<file path="config.mk">
export PLATFORM = sky130hd
export DESIGN_NAME = devices
export DESIGN_NICKNAME = d
export VERILOG_FILES = /design/src/verilog/msx_io_pkg.sv /design/src/verilog/dev_mapper_regs.sv /design/src/verilog/dev_ppi.sv /design/src/verilog/dev_psg.sv /design/src/verilog/devices.sv /design/src/verilog/io_port_decoder.sv /design/src/verilog/sound_mixer.sv
export SDC_FILE = /design/constraint.sdc
export NUM_CORES = 1
export LEC_CHECK = 0
export BUFFER_PORTS_ARGS = -buffer_cell sky130_fd_sc_hd__buf_2
export CAP_MARGIN = 10
export CORE_UTILIZATION = 55
export DETAILED_ROUTE_END_ITERATION = 6
export PLACE_DENSITY = 0.8
export SYNTH_ARGS = -nofsm -noshare
export SYNTH_HDL_FRONTEND = slang
export SYNTH_SLANG_ARGS = --single-unit
</file>
<file path="constraint.sdc">
create_clock -name clk -period 9.42 [get_ports clk]
set_clock_uncertainty 0.1 [all_clocks]
set_input_delay 2.355 -clock clk [delete_from_list [all_inputs] [get_ports clk]]
set_output_delay 2.355 -clock clk [all_outputs]
set_load 0.02 [all_outputs]
</file>
<file path="src/verilog/msx_io_pkg.sv">
package msx_io_pkg;

    // I/O port map of the device block
    // Each base selects a group of four ports, the low two bits pick the register

    // PSG at A0..A2 (latch, write, read)
    localparam logic [7:0] PORT_PSG_BASE = 8'hA0;

    // PPI at A8..AB (slot, keyboard, port C, control)
    localparam logic [7:0] PORT_PPI_BASE = 8'hA8;

    // Memory mapper page registers at FC..FF
    localparam logic [7:0] PORT_MAPPER_BASE = 8'hFC;

    // Read byte of a device that is not addressed
    // The top level ANDs all device bytes together
    localparam logic [7:0] IO_IDLE = 8'hFF;

    // Audio scaling
    // One 4-bit volume step is worth 512 in the sum
    localparam int VOL_SCALE_SHIFT = 9;

    // Level added while the key beep bit is set
    localparam logic [15:0] KEYBEEP_LEVEL = 16'd12288;

    // Width of the signed mono sample
    localparam int SAMPLE_W = 16;

endpackage

</file>
<file path="src/verilog/dev_mapper_regs.sv">
`timescale 1ns/1ps

module dev_mapper_regs
    import msx_io_pkg::*;
#(
    parameter int MAPPER_SEGMENTS = 16
) (
    input  logic       clk,
    input  logic       arst_n,
    input  logic       sel,
    input  logic [1:0] reg_idx,
    input  logic       io_wr,
    input  logic       io_rd,
    input  logic [7:0] io_wdata,
    input  logic [1:0] mem_addr,
    output logic [7:0] rdata,
    output logic [7:0] mapper_segment
);

    localparam int SEG_W = (MAPPER_SEGMENTS > 1) ? $clog2(MAPPER_SEGMENTS) : 1;

    // Bits above the segment number read back as ones
    localparam logic [7:0] UNUSED_MASK = ~8'((1 << SEG_W) - 1);

    logic [SEG_W-1:0] page [4];

    // Pages come out of reset mapped to segments 3, 2, 1, 0
    always_ff @(posedge clk or negedge arst_n) begin
        if (!arst_n) begin
            for (int i = 0; i < 4; i++) begin
                page[i] <= SEG_W'(3 - i);
            end
        end else if (sel && io_wr) begin
            page[reg_idx] <= io_wdata[SEG_W-1:0];
        end
    end

    assign rdata = (sel && io_rd) ? (8'(page[reg_idx]) | UNUSED_MASK) : IO_IDLE;

    // Segment of the 16 KB page the CPU is addressing
    assign mapper_segment = 8'(page[mem_addr]);

endmodule

</file>
<file path="src/verilog/dev_ppi.sv">
`timescale 1ns/1ps

module dev_ppi
    import msx_io_pkg::*;
(
    input  logic        clk,
    input  logic        arst_n,
    input  logic        sel,
    input  logic [1:0]  reg_idx,
    input  logic        io_wr,
    input  logic        io_rd,
    input  logic [7:0]  io_wdata,
    input  logic [87:0] key_rows,
    output logic [7:0]  rdata,
    output logic [7:0]  slot_config,
    output logic        keybeep
);

    logic [7:0] slot_reg;
    logic [7:0] port_c;
    logic [3:0] key_row;
    logic [7:0] key_byte;

    // Port A holds the primary slot, port C the row select and beep
    always_ff @(posedge clk or negedge arst_n) begin
        if (!arst_n) begin
            slot_reg <= '0;
            port_c   <= '0;
        end else if (sel && io_wr) begin
            case (reg_idx)
                2'd0: slot_reg <= io_wdata;
                2'd2: port_c   <= io_wdata;
                2'd3: begin
                    // Bit set/reset on port C when bit 7 is clear
                    if (!io_wdata[7]) begin
                        port_c[io_wdata[3:1]] <= io_wdata[0];
                    end
                end
                default: ;
            endcase
        end
    end

    assign key_row = port_c[3:0];

    // Eleven rows exist, higher rows read as no key pressed
    assign key_byte = (key_row < 4'd11) ? key_rows[key_row * 8 +: 8] : IO_IDLE;

    always_comb begin
        rdata = IO_IDLE;
        if (sel && io_rd) begin
            case (reg_idx)
                2'd0:    rdata = slot_reg;
                2'd1:    rdata = key_byte;
                2'd2:    rdata = port_c;
                default: rdata = IO_IDLE;
            endcase
        end
    end

    assign slot_config = slot_reg;
    assign keybeep     = port_c[7];

endmodule

</file>
<file path="src/verilog/dev_psg.sv">
`timescale 1ns/1ps

module dev_psg
    import msx_io_pkg::*;
#(
    parameter int TONE_PRESCALE = 16
) (
    input  logic       clk,
    input  logic       arst_n,
    input  logic       sel,
    input  logic [1:0] reg_idx,
    input  logic       io_wr,
    input  logic       io_rd,
    input  logic [7:0] io_wdata,
    input  logic [5:0] joy_a,
    input  logic [5:0] joy_b,
    input  logic       tape_in,
    output logic [7:0] rdata,
    output logic [3:0] level_a,
    output logic [3:0] level_b,
    output logic [3:0] level_c
);

    localparam int PRE_W = (TONE_PRESCALE > 1) ? $clog2(TONE_PRESCALE) : 1;

    logic [7:0]       regs [16];
    logic [3:0]       reg_addr;
    logic [PRE_W-1:0] pre_cnt;
    logic             tone_tick;
    logic [11:0]      tone_cnt [3];
    logic [2:0]       tone_wave;
    logic [3:0]       level [3];
    logic [7:0]       joy_byte;
    logic [7:0]       read_byte;

    // Port 0 latches the register number, port 1 writes that register
    always_ff @(posedge clk or negedge arst_n) begin
        if (!arst_n) begin
            reg_addr <= '0;
            for (int i = 0; i < 16; i++) begin
                regs[i] <= '0;
            end
        end else if (sel && io_wr) begin
            if (reg_idx == 2'd0) begin
                reg_addr <= io_wdata[3:0];
            end else if (reg_idx == 2'd1) begin
                regs[reg_addr] <= io_wdata;
            end
        end
    end

    // Shared prescaler, one tick every TONE_PRESCALE clocks
    assign tone_tick = (pre_cnt == PRE_W'(TONE_PRESCALE - 1));

    // Tone counters reload from the 12-bit period and flip the wave at zero
    always_ff @(posedge clk or negedge arst_n) begin
        if (!arst_n) begin
            pre_cnt   <= '0;
            tone_wave <= '0;
            for (int ch = 0; ch < 3; ch++) begin
                tone_cnt[ch] <= '0;
            end
        end else begin
            pre_cnt <= tone_tick ? '0 : pre_cnt + 1'b1;
            if (tone_tick) begin
                for (int ch = 0; ch < 3; ch++) begin
                    if (tone_cnt[ch] == 12'd0) begin
                        tone_cnt[ch]  <= {regs[2 * ch + 1][3:0], regs[2 * ch]};
                        tone_wave[ch] <= ~tone_wave[ch];
                    end else begin
                        tone_cnt[ch] <= tone_cnt[ch] - 12'd1;
                    end
                end
            end
        end
    end

    // A disabled tone holds the output high, so the volume passes straight through
    always_comb begin
        for (int ch = 0; ch < 3; ch++) begin
            level[ch] = (regs[7][ch] || tone_wave[ch]) ? regs[8 + ch][3:0] : 4'd0;
        end
    end

    assign level_a = level[0];
    assign level_b = level[1];
    assign level_c = level[2];

    // R14 is the input port: tape in bit 7, bit 6 always high
    // R15 bit 6 picks the joystick
    assign joy_byte  = {tape_in, 1'b1, regs[15][6] ? joy_b : joy_a};
    assign read_byte = (reg_addr == 4'd14) ? joy_byte : regs[reg_addr];

    // Only port 2 returns data
    assign rdata = (sel && io_rd && reg_idx == 2'd2) ? read_byte : IO_IDLE;

endmodule

</file>
<file path="src/verilog/devices.sv">
`timescale 1ns/1ps

module devices
    import msx_io_pkg::*;
#(
    parameter int MAPPER_SEGMENTS = 16,
    parameter int TONE_PRESCALE   = 16
) (
    input  logic                       clk,
    input  logic                       arst_n,
    input  logic [7:0]                 io_addr,
    input  logic [7:0]                 io_wdata,
    input  logic                       io_wr,
    input  logic                       io_rd,
    input  logic [2:0]                 dev_enable,
    input  logic [5:0]                 joy_a,
    input  logic [5:0]                 joy_b,
    input  logic                       tape_in,
    input  logic [87:0]                key_rows,
    input  logic [1:0]                 mem_addr,
    output logic [7:0]                 io_rdata,
    output logic                       io_rdata_oe,
    output logic [7:0]                 slot_config,
    output logic [7:0]                 mapper_segment,
    output logic signed [SAMPLE_W-1:0] sound
);

    logic       psg_sel;
    logic       ppi_sel;
    logic       mapper_sel;
    logic [1:0] reg_idx;
    logic [7:0] psg_rdata;
    logic [7:0] ppi_rdata;
    logic [7:0] mapper_rdata;
    logic [3:0] level_a;
    logic [3:0] level_b;
    logic [3:0] level_c;
    logic       keybeep;

    io_port_decoder u_decoder (
        .io_addr     (io_addr),
        .io_rd       (io_rd),
        .dev_enable  (dev_enable),
        .psg_sel     (psg_sel),
        .ppi_sel     (ppi_sel),
        .mapper_sel  (mapper_sel),
        .reg_idx     (reg_idx),
        .io_rdata_oe (io_rdata_oe)
    );

    dev_psg #(
        .TONE_PRESCALE (TONE_PRESCALE)
    ) u_psg (
        .clk      (clk),
        .arst_n   (arst_n),
        .sel      (psg_sel),
        .reg_idx  (reg_idx),
        .io_wr    (io_wr),
        .io_rd    (io_rd),
        .io_wdata (io_wdata),
        .joy_a    (joy_a),
        .joy_b    (joy_b),
        .tape_in  (tape_in),
        .rdata    (psg_rdata),
        .level_a  (level_a),
        .level_b  (level_b),
        .level_c  (level_c)
    );

    dev_ppi u_ppi (
        .clk         (clk),
        .arst_n      (arst_n),
        .sel         (ppi_sel),
        .reg_idx     (reg_idx),
        .io_wr       (io_wr),
        .io_rd       (io_rd),
        .io_wdata    (io_wdata),
        .key_rows    (key_rows),
        .rdata       (ppi_rdata),
        .slot_config (slot_config),
        .keybeep     (keybeep)
    );

    dev_mapper_regs #(
        .MAPPER_SEGMENTS (MAPPER_SEGMENTS)
    ) u_mapper (
        .clk            (clk),
        .arst_n         (arst_n),
        .sel            (mapper_sel),
        .reg_idx        (reg_idx),
        .io_wr          (io_wr),
        .io_rd          (io_rd),
        .io_wdata       (io_wdata),
        .mem_addr       (mem_addr),
        .rdata          (mapper_rdata),
        .mapper_segment (mapper_segment)
    );

    sound_mixer u_mixer (
        .clk     (clk),
        .arst_n  (arst_n),
        .level_a (level_a),
        .level_b (level_b),
        .level_c (level_c),
        .keybeep (keybeep),
        .sound   (sound)
    );

    // Idle devices drive FF, so the AND leaves only the addressed byte
    assign io_rdata = psg_rdata & ppi_rdata & mapper_rdata;

endmodule

</file>
<file path="src/verilog/io_port_decoder.sv">
`timescale 1ns/1ps

module io_port_decoder
    import msx_io_pkg::*;
(
    input  logic [7:0] io_addr,
    input  logic       io_rd,
    input  logic [2:0] dev_enable,
    output logic       psg_sel,
    output logic       ppi_sel,
    output logic       mapper_sel,
    output logic [1:0] reg_idx,
    output logic       io_rdata_oe
);

    // Enable bits: 0 = PSG, 1 = PPI, 2 = mapper
    localparam int EN_PSG    = 0;
    localparam int EN_PPI    = 1;
    localparam int EN_MAPPER = 2;

    logic psg_hit;
    logic ppi_hit;
    logic mapper_hit;

    // Each device owns a block of four ports, so only bits 7:2 are compared
    assign psg_hit    = (io_addr[7:2] == PORT_PSG_BASE[7:2]);
    assign ppi_hit    = (io_addr[7:2] == PORT_PPI_BASE[7:2]);
    assign mapper_hit = (io_addr[7:2] == PORT_MAPPER_BASE[7:2]);

    // A disabled device never sees its ports
    assign psg_sel    = psg_hit && dev_enable[EN_PSG];
    assign ppi_sel    = ppi_hit && dev_enable[EN_PPI];
    assign mapper_sel = mapper_hit && dev_enable[EN_MAPPER];

    // Register index inside the device block
    assign reg_idx = io_addr[1:0];

    // Claim the data bus only for reads that land on an enabled device
    assign io_rdata_oe = io_rd && (psg_sel || ppi_sel || mapper_sel);

endmodule

</file>
<file path="src/verilog/sound_mixer.sv">
`timescale 1ns/1ps

module sound_mixer
    import msx_io_pkg::*;
(
    input  logic                       clk,
    input  logic                       arst_n,
    input  logic [3:0]                 level_a,
    input  logic [3:0]                 level_b,
    input  logic [3:0]                 level_c,
    input  logic                       keybeep,
    output logic signed [SAMPLE_W-1:0] sound
);

    // One extra bit so the overflow past the signed maximum is visible
    localparam int SUM_W = SAMPLE_W + 1;
    localparam logic [SUM_W-1:0] SAMPLE_MAX = SUM_W'((1 << (SAMPLE_W - 1)) - 1);

    logic [5:0]       tone_sum;
    logic [SUM_W-1:0] mix;

    assign tone_sum = 6'(level_a) + 6'(level_b) + 6'(level_c);

    assign mix = (SUM_W'(tone_sum) << VOL_SCALE_SHIFT)
               + (keybeep ? SUM_W'(KEYBEEP_LEVEL) : '0);

    // All sources are positive, so only the top end needs clamping
    always_ff @(posedge clk or negedge arst_n) begin
        if (!arst_n) begin
            sound <= '0;
        end else if (mix > SAMPLE_MAX) begin
            sound <= signed'(SAMPLE_MAX[SAMPLE_W-1:0]);
        end else begin
            sound <= signed'(mix[SAMPLE_W-1:0]);
        end
    end

endmodule
</file>
# ---- Word-level counts from Yosys, hierarchy flattened
# Cells that the tools add are included.
dict set report word_totals {
  regBits 223
  inputBits 126
  out_inout_bits 41
  wordCells 133
}
dict set report op_classes {
  addsub 7
  magnitude_cmp 9
  n_eq_ne 9
  shifts 1
  muxes 36
  bitwise_logic 9
  reduce_logical 31
}
# cell count
set ops {}
lappend ops {{128-bit bitwise mux} 1}
lappend ops {{88-bit by 8-bit indexed part select with 8-bit output} 1}
lappend ops {{8-bit two-way mux} 8}
lappend ops {{4-bit two-way mux} 10}
lappend ops {{12-bit logical NOT} 3}
lappend ops {{12-bit two-way mux} 3}
lappend ops {{12-bit by 1-bit subtractor with 12-bit output (second input constant)} 3}
lappend ops {{8-bit binary-select mux with 4-bit select} 1}
lappend ops {{8-bit demux with 4-bit select} 1}
lappend ops {{8-bit one-hot mux with 3 select lines} 1}
lappend ops {{6-bit equality test (second input constant)} 3}
lappend ops {{15-bit by 17-bit adder with 17-bit output} 1}
lappend ops {{17-bit by 15-bit greater-than comparator with 1-bit output (second input constant)} 1}
lappend ops {{8-bit bitwise AND} 2}
lappend ops {{4-bit binary-select mux with 2-bit select} 2}
lappend ops {{16-bit bitwise mux} 1}
lappend ops {{16-bit two-way mux} 1}
lappend ops {{8-bit one-hot mux with 2 select lines} 1}
lappend ops {{1-bit logical AND} 14}
lappend ops {{14-bit two-way mux} 1}
lappend ops {{2-bit AND reduction} 5}
lappend ops {{8-bit bitwise mux} 1}
lappend ops {{4-bit demux with 2-bit select} 1}
lappend ops {{4-bit equality test (second input constant)} 2}
lappend ops {{other kinds (23)} 34}

# ---- Logic depth before layout (Yosys ltp)
dict set report logic_depth {
  depth_word 8
  mapped_depth 13
  ltp_nobuf 13
}

# ---- Hierarchy
# From an unflattened synthesis, not the netlist that was laid out.
dict set report hier_totals {
  hier_cells 1044
  hier_area_um2 12156.7
}
# module n_inst cells_per_inst area_per_inst_um2 seq_area_each_um2
set by_module_without_submodules {}
lappend by_module_without_submodules {dev_psg 1 709 8769.7 4329.2}
lappend by_module_without_submodules {dev_ppi 1 194 1705.4 400.4}
lappend by_module_without_submodules {dev_mapper_regs 1 61 927.1 405.4}
lappend by_module_without_submodules {sound_mixer 1 59 604.3 175.2}
lappend by_module_without_submodules {io_port_decoder 1 13 100.1 0.0}
lappend by_module_without_submodules {devices 1 8 50.0 0.0}

# ---- Worst setup path before layout
# OpenSTA, ideal clock, no wires.
dict set report synth_path {
  kind {input to output}
  from {input port io_addr[2]}
  to {output port io_rdata[2]}
  arrival_time_ns 3.926
  required_time_ns 6.965
  setup_slack_ns 3.039
  path_stages 6
  n_path_buf 1
  cell_sequence {or4b_4 > or3_1 > clkbuf_1 > a2111oi_2 > a31oi_1 > and3_1}
}
dict set report synth_via {
  elab_chain_cells 7
  elab_cells_between_ends 15
  classes_between {eq/ne: 3; mux: 3; bitwise: 2; reduce/logical: 7}
}
# element line_no
set synth_lines {}
lappend synth_lines {{start: declaration} devices.sv:11} ;# input logic [7:0] io_addr,
lappend synth_lines {{6-bit equality test} io_port_decoder.sv:26} ;# assign psg_hit = (io_addr[7:2] == PORT_PSG_BASE[7:2]);
lappend synth_lines {{1-bit logical AND} io_port_decoder.sv:31} ;# assign psg_sel = psg_hit && dev_enable[EN_PSG];
lappend synth_lines {{1-bit logical AND (2 in a row)} dev_psg.sv:95} ;# assign rdata = (sel && io_rd && reg_idx == 2'd2) ? read_byte : IO_IDLE;
lappend synth_lines {{8-bit two-way mux} dev_psg.sv:95}
lappend synth_lines {{8-bit bitwise AND} devices.sv:110} ;# assign io_rdata = psg_rdata & ppi_rdata & mapper_rdata;
lappend synth_lines {{8-bit bitwise AND (*)} devices.sv:110}
lappend synth_lines {{end: declaration} devices.sv:21} ;# output logic [7:0] io_rdata,
# Every way passes the cells marked *; elsewhere a longest branch is shown, timed or not.

# ---- Worst setup path after layout
dict set report layout_path {
  from {input port io_addr[2]}
  to {output port io_rdata[0]}
}
# Same word-level chain as after synthesis.

==> impl_results.md <==
- Outcome: complete, no violations
- Drt via density: 6.34
- Post-Syn Area: 0.0116 mm²
- Post-synth EDFFs: 0
- # H-tree levels: 1
- Initial DRC count: 744
- Max clock buf depth: 3
- Yosys reg bits: 206
- Critical-path top delay cell: nor3_1
- Setup bufs post-CTS: 0
- Layout area overhead: 13.4%
- Std-Cell Rows: 52
- Synth top cells by count: dfrtp_1 (202), mux2_2 (154), mux4_2 (54)
- Die Area: 0.0218 mm²
- Multi-input logic area: 0.00603 mm²
- Worst hold slack: 0.372 ns
- Slew @ Worst Pin: 1.00 ns
- Crit path kind: in2out
- Dominant cell type by area after synthesis: dfrtp_1
- # setup viols final: 0
- Num Clock Sinks: 206
- Global Route Usage Sum: 28.3%
- Fmax: 140 MHz
- Sequential cell area: 0.00516 mm²
- Worst hold path class: reg2reg
- Mapped Cells: 975
- Final Slew Violations: 0
- Worst Path Required: 6.97 ns
- Worst R2R Setup Slack: 5.72 ns
- Setup ws final: 2.30 ns
- Largest net degree at the start of global routing: 128
- Layout cell share with drive strength beyond 1: 40.5%
- Pre-CTS WS: 2.41 ns
- Setup TNS: 0 ns
- Cell Chain, Critical Path: buf_2, or4b_4, nor3_1, o311ai_0, o211ai_1, nor2_1, buf_2
- RR Startpoint: u_psg.tone_wave[1]
- PD cells: 156 mW/mm²
- Vias in the first global route: 8509
- Avg Inst Size Synth: 11.9 µm²
- Initial antenna violation count: 1
- Final antenna-violating net count: 0
- # resized after CTS: 0
- Critical Path AT: 4.66 ns
- Clk root buf: clkbuf_16
- Final Core Density: 64.4%
- Post-synth top flop: dfrtp_1
- CP Capture Type: primary output
- Most common cell in the netlist: dfrtp_1
- Synth Warn #: 0
- Fillers: 1537
- DR vias: 8755
- Max Cap Viol: 0
- Startpoint types: input port
- Worst-path maximum fanout: 9
- VDD IR-drop max: 0.120 mV
- Sequential-to-total area share from yosys stat: 44.3%
- CTS Hold Bufs: 0
- HPWL Detailed: 21.2 mm
- CTS buffer count: 23
- Static Leak: 6.19 nW
- Die height: 148 µm
- Period utilization: 75.6%
- Die Wd: 148 µm
- Top cells by area, synth: dfrtp_1 (43%), mux2_2 (15%), mux4_2 (10%)
- Asr flop ratio synth: 100%
- Worst r2r dst: u_mixer.sound[10]
- R2R depth: 12
- Worst slew margin: 33.3%
- # DRC: 0
- Clock Latency Late Sink: 0.51 ns
- Final wirelength: 30.3 mm
- Gr ovfl total: 0
- Core area: 0.0205 mm²
- Number of port buffers: 161
- Final hold viol count: 0
- Critical Path End: io_rdata[0]
- Worst path most repeated cell: buf_2
- First-pass GRT wire length: 48.2 mm
- Minimum clock period: 7.12 ns
- Starting Density: 56.8%
- Worst Setup SP: io_addr[2]
- TritonRoute pass-1 iters: 7
- CTS clk-pin slew, worst paths: 0.06 ns
- Synth cell types: 77
- Top-area cell type share of the netlist area: 43.4%
- TritonCTS clock tree: done
- Routability cong.: 0.872
- RSZ-0062 raised after global routing: false
- Num ports: 167
- Hold path depth: 1
- Drt wl/cell: 21.9 µm
- Nets: 1241
- CP max stage delay: 0.73 ns
==> layout by cell type (no fill, tap or decap), drive strengths merged, types with 8 or more instances in the layout <==
cell	synthesis	layout
nand3	18	18
inv	18	19
dfrtp	202	202
a21oi	42	42
nand2	42	42
buf	36	167
mux2i	18	18
clkinv	0	8
o21ai	40	40
nor3	35	35
mux2	155	155
ha	18	18
nor2	49	49
o22ai	18	18
mux4	54	54
nor2b	25	25
nand2b	11	11
a211oi	17	17
clkbuf	42	31
==> worst min path at each step <==
| stage | startpoint | endpoint | slack [ns] |
|---|---|---|---|
| detailed placement | u_psg.tone_wave[2] | u_psg.tone_wave[2] | 0.36 |
| global route | u_psg.tone_cnt[11] | u_psg.tone_cnt[11] | 0.40 |
| floorplan | u_psg.tone_cnt[11] | u_psg.tone_cnt[11] | 0.34 |
| finish | u_psg.tone_wave[2] | u_psg.tone_wave[2] | 0.37 |
| global placement | u_psg.tone_wave[2] | u_psg.tone_wave[2] | 0.36 |
| CTS | u_psg.tone_wave[2] | u_psg.tone_wave[2] | 0.38 |
==> final cells by class <==
| class | count | area share, % |
|---|---|---|
| Antenna cell | 1 | 0.0189 |
| Clock buffer | 30 | 4.78 |
| Clock inverter | 11 | 0.853 |
| Inverter | 18 | 0.512 |
| Multi-Input combinational cell | 677 | 45.6 |
| Sequential cell | 206 | 39.1 |
| Tap cell | 270 | 2.56 |
| Timing Repair Buffer | 168 | 6.56 |
==> critical path: cells and delay by family <==
| family | cells | cell delay (ns) |
|---|---|---|
| and+or+nand+nor | 3 | 1.37 |
| AOI/OAI and AO/OA | 2 | 0.67 |
| buffers and inverters | 2 | 0.27 |
==> cells by family after synthesis <==
logic type,after synthesis,synth area share [%]
DFF,206,44.3
adders and majority gates,21,2.45
muxes,227,27.0
xor gates and xnor gates,9,0.677
and+or+nand+nor,243,11.9
AOI/OAI and AO/OA,172,9.58
buffers and inverters,96,4.09
other,1,0.0322
==> routing by layer <==
metal / global-route usage, % / routed length [µm]
met1: 40.9 / 12900
met2: 44.7 / 14800
met3: 5.43 / 2100
met4: 5.98 / 506
met5: 0 / 0
==> per-stage QoR <==
stage	area (µm²)	power, mW	std cells
6_report	13200	2.05	1381
2_1_floorplan	11700	1.09	979
3_5_place_dp	12500	1.18	1339
5_1_grt	13200	2.13	1380
3_3_place_gp	12500	1.17	1339
4_1_cts	13200	2.06	1380
==> power breakdown <==
group	internal [mW]	leakage, nW	switching [mW]	total [mW]
clock network	0.528	0.374	0.358	0.886
registers	0.919	2.82	0.0401	0.959
logic	0.0858	3.00	0.123	0.209
total	1.53	6.19	0.521	2.05
==> sequential cells by signal, summed over array words and instances, names as in the netlist <==
name               flops
u_psg.tone_wave        3
u_psg.tone_cnt        36
u_ppi.slot_config      8
u_ppi.port_c           8
u_psg.reg_addr         4
u_mapper.page         16
u_psg.regs           120
u_mixer.sound          7
u_psg.pre_cnt          4
(Power assumes the default switching activity.)
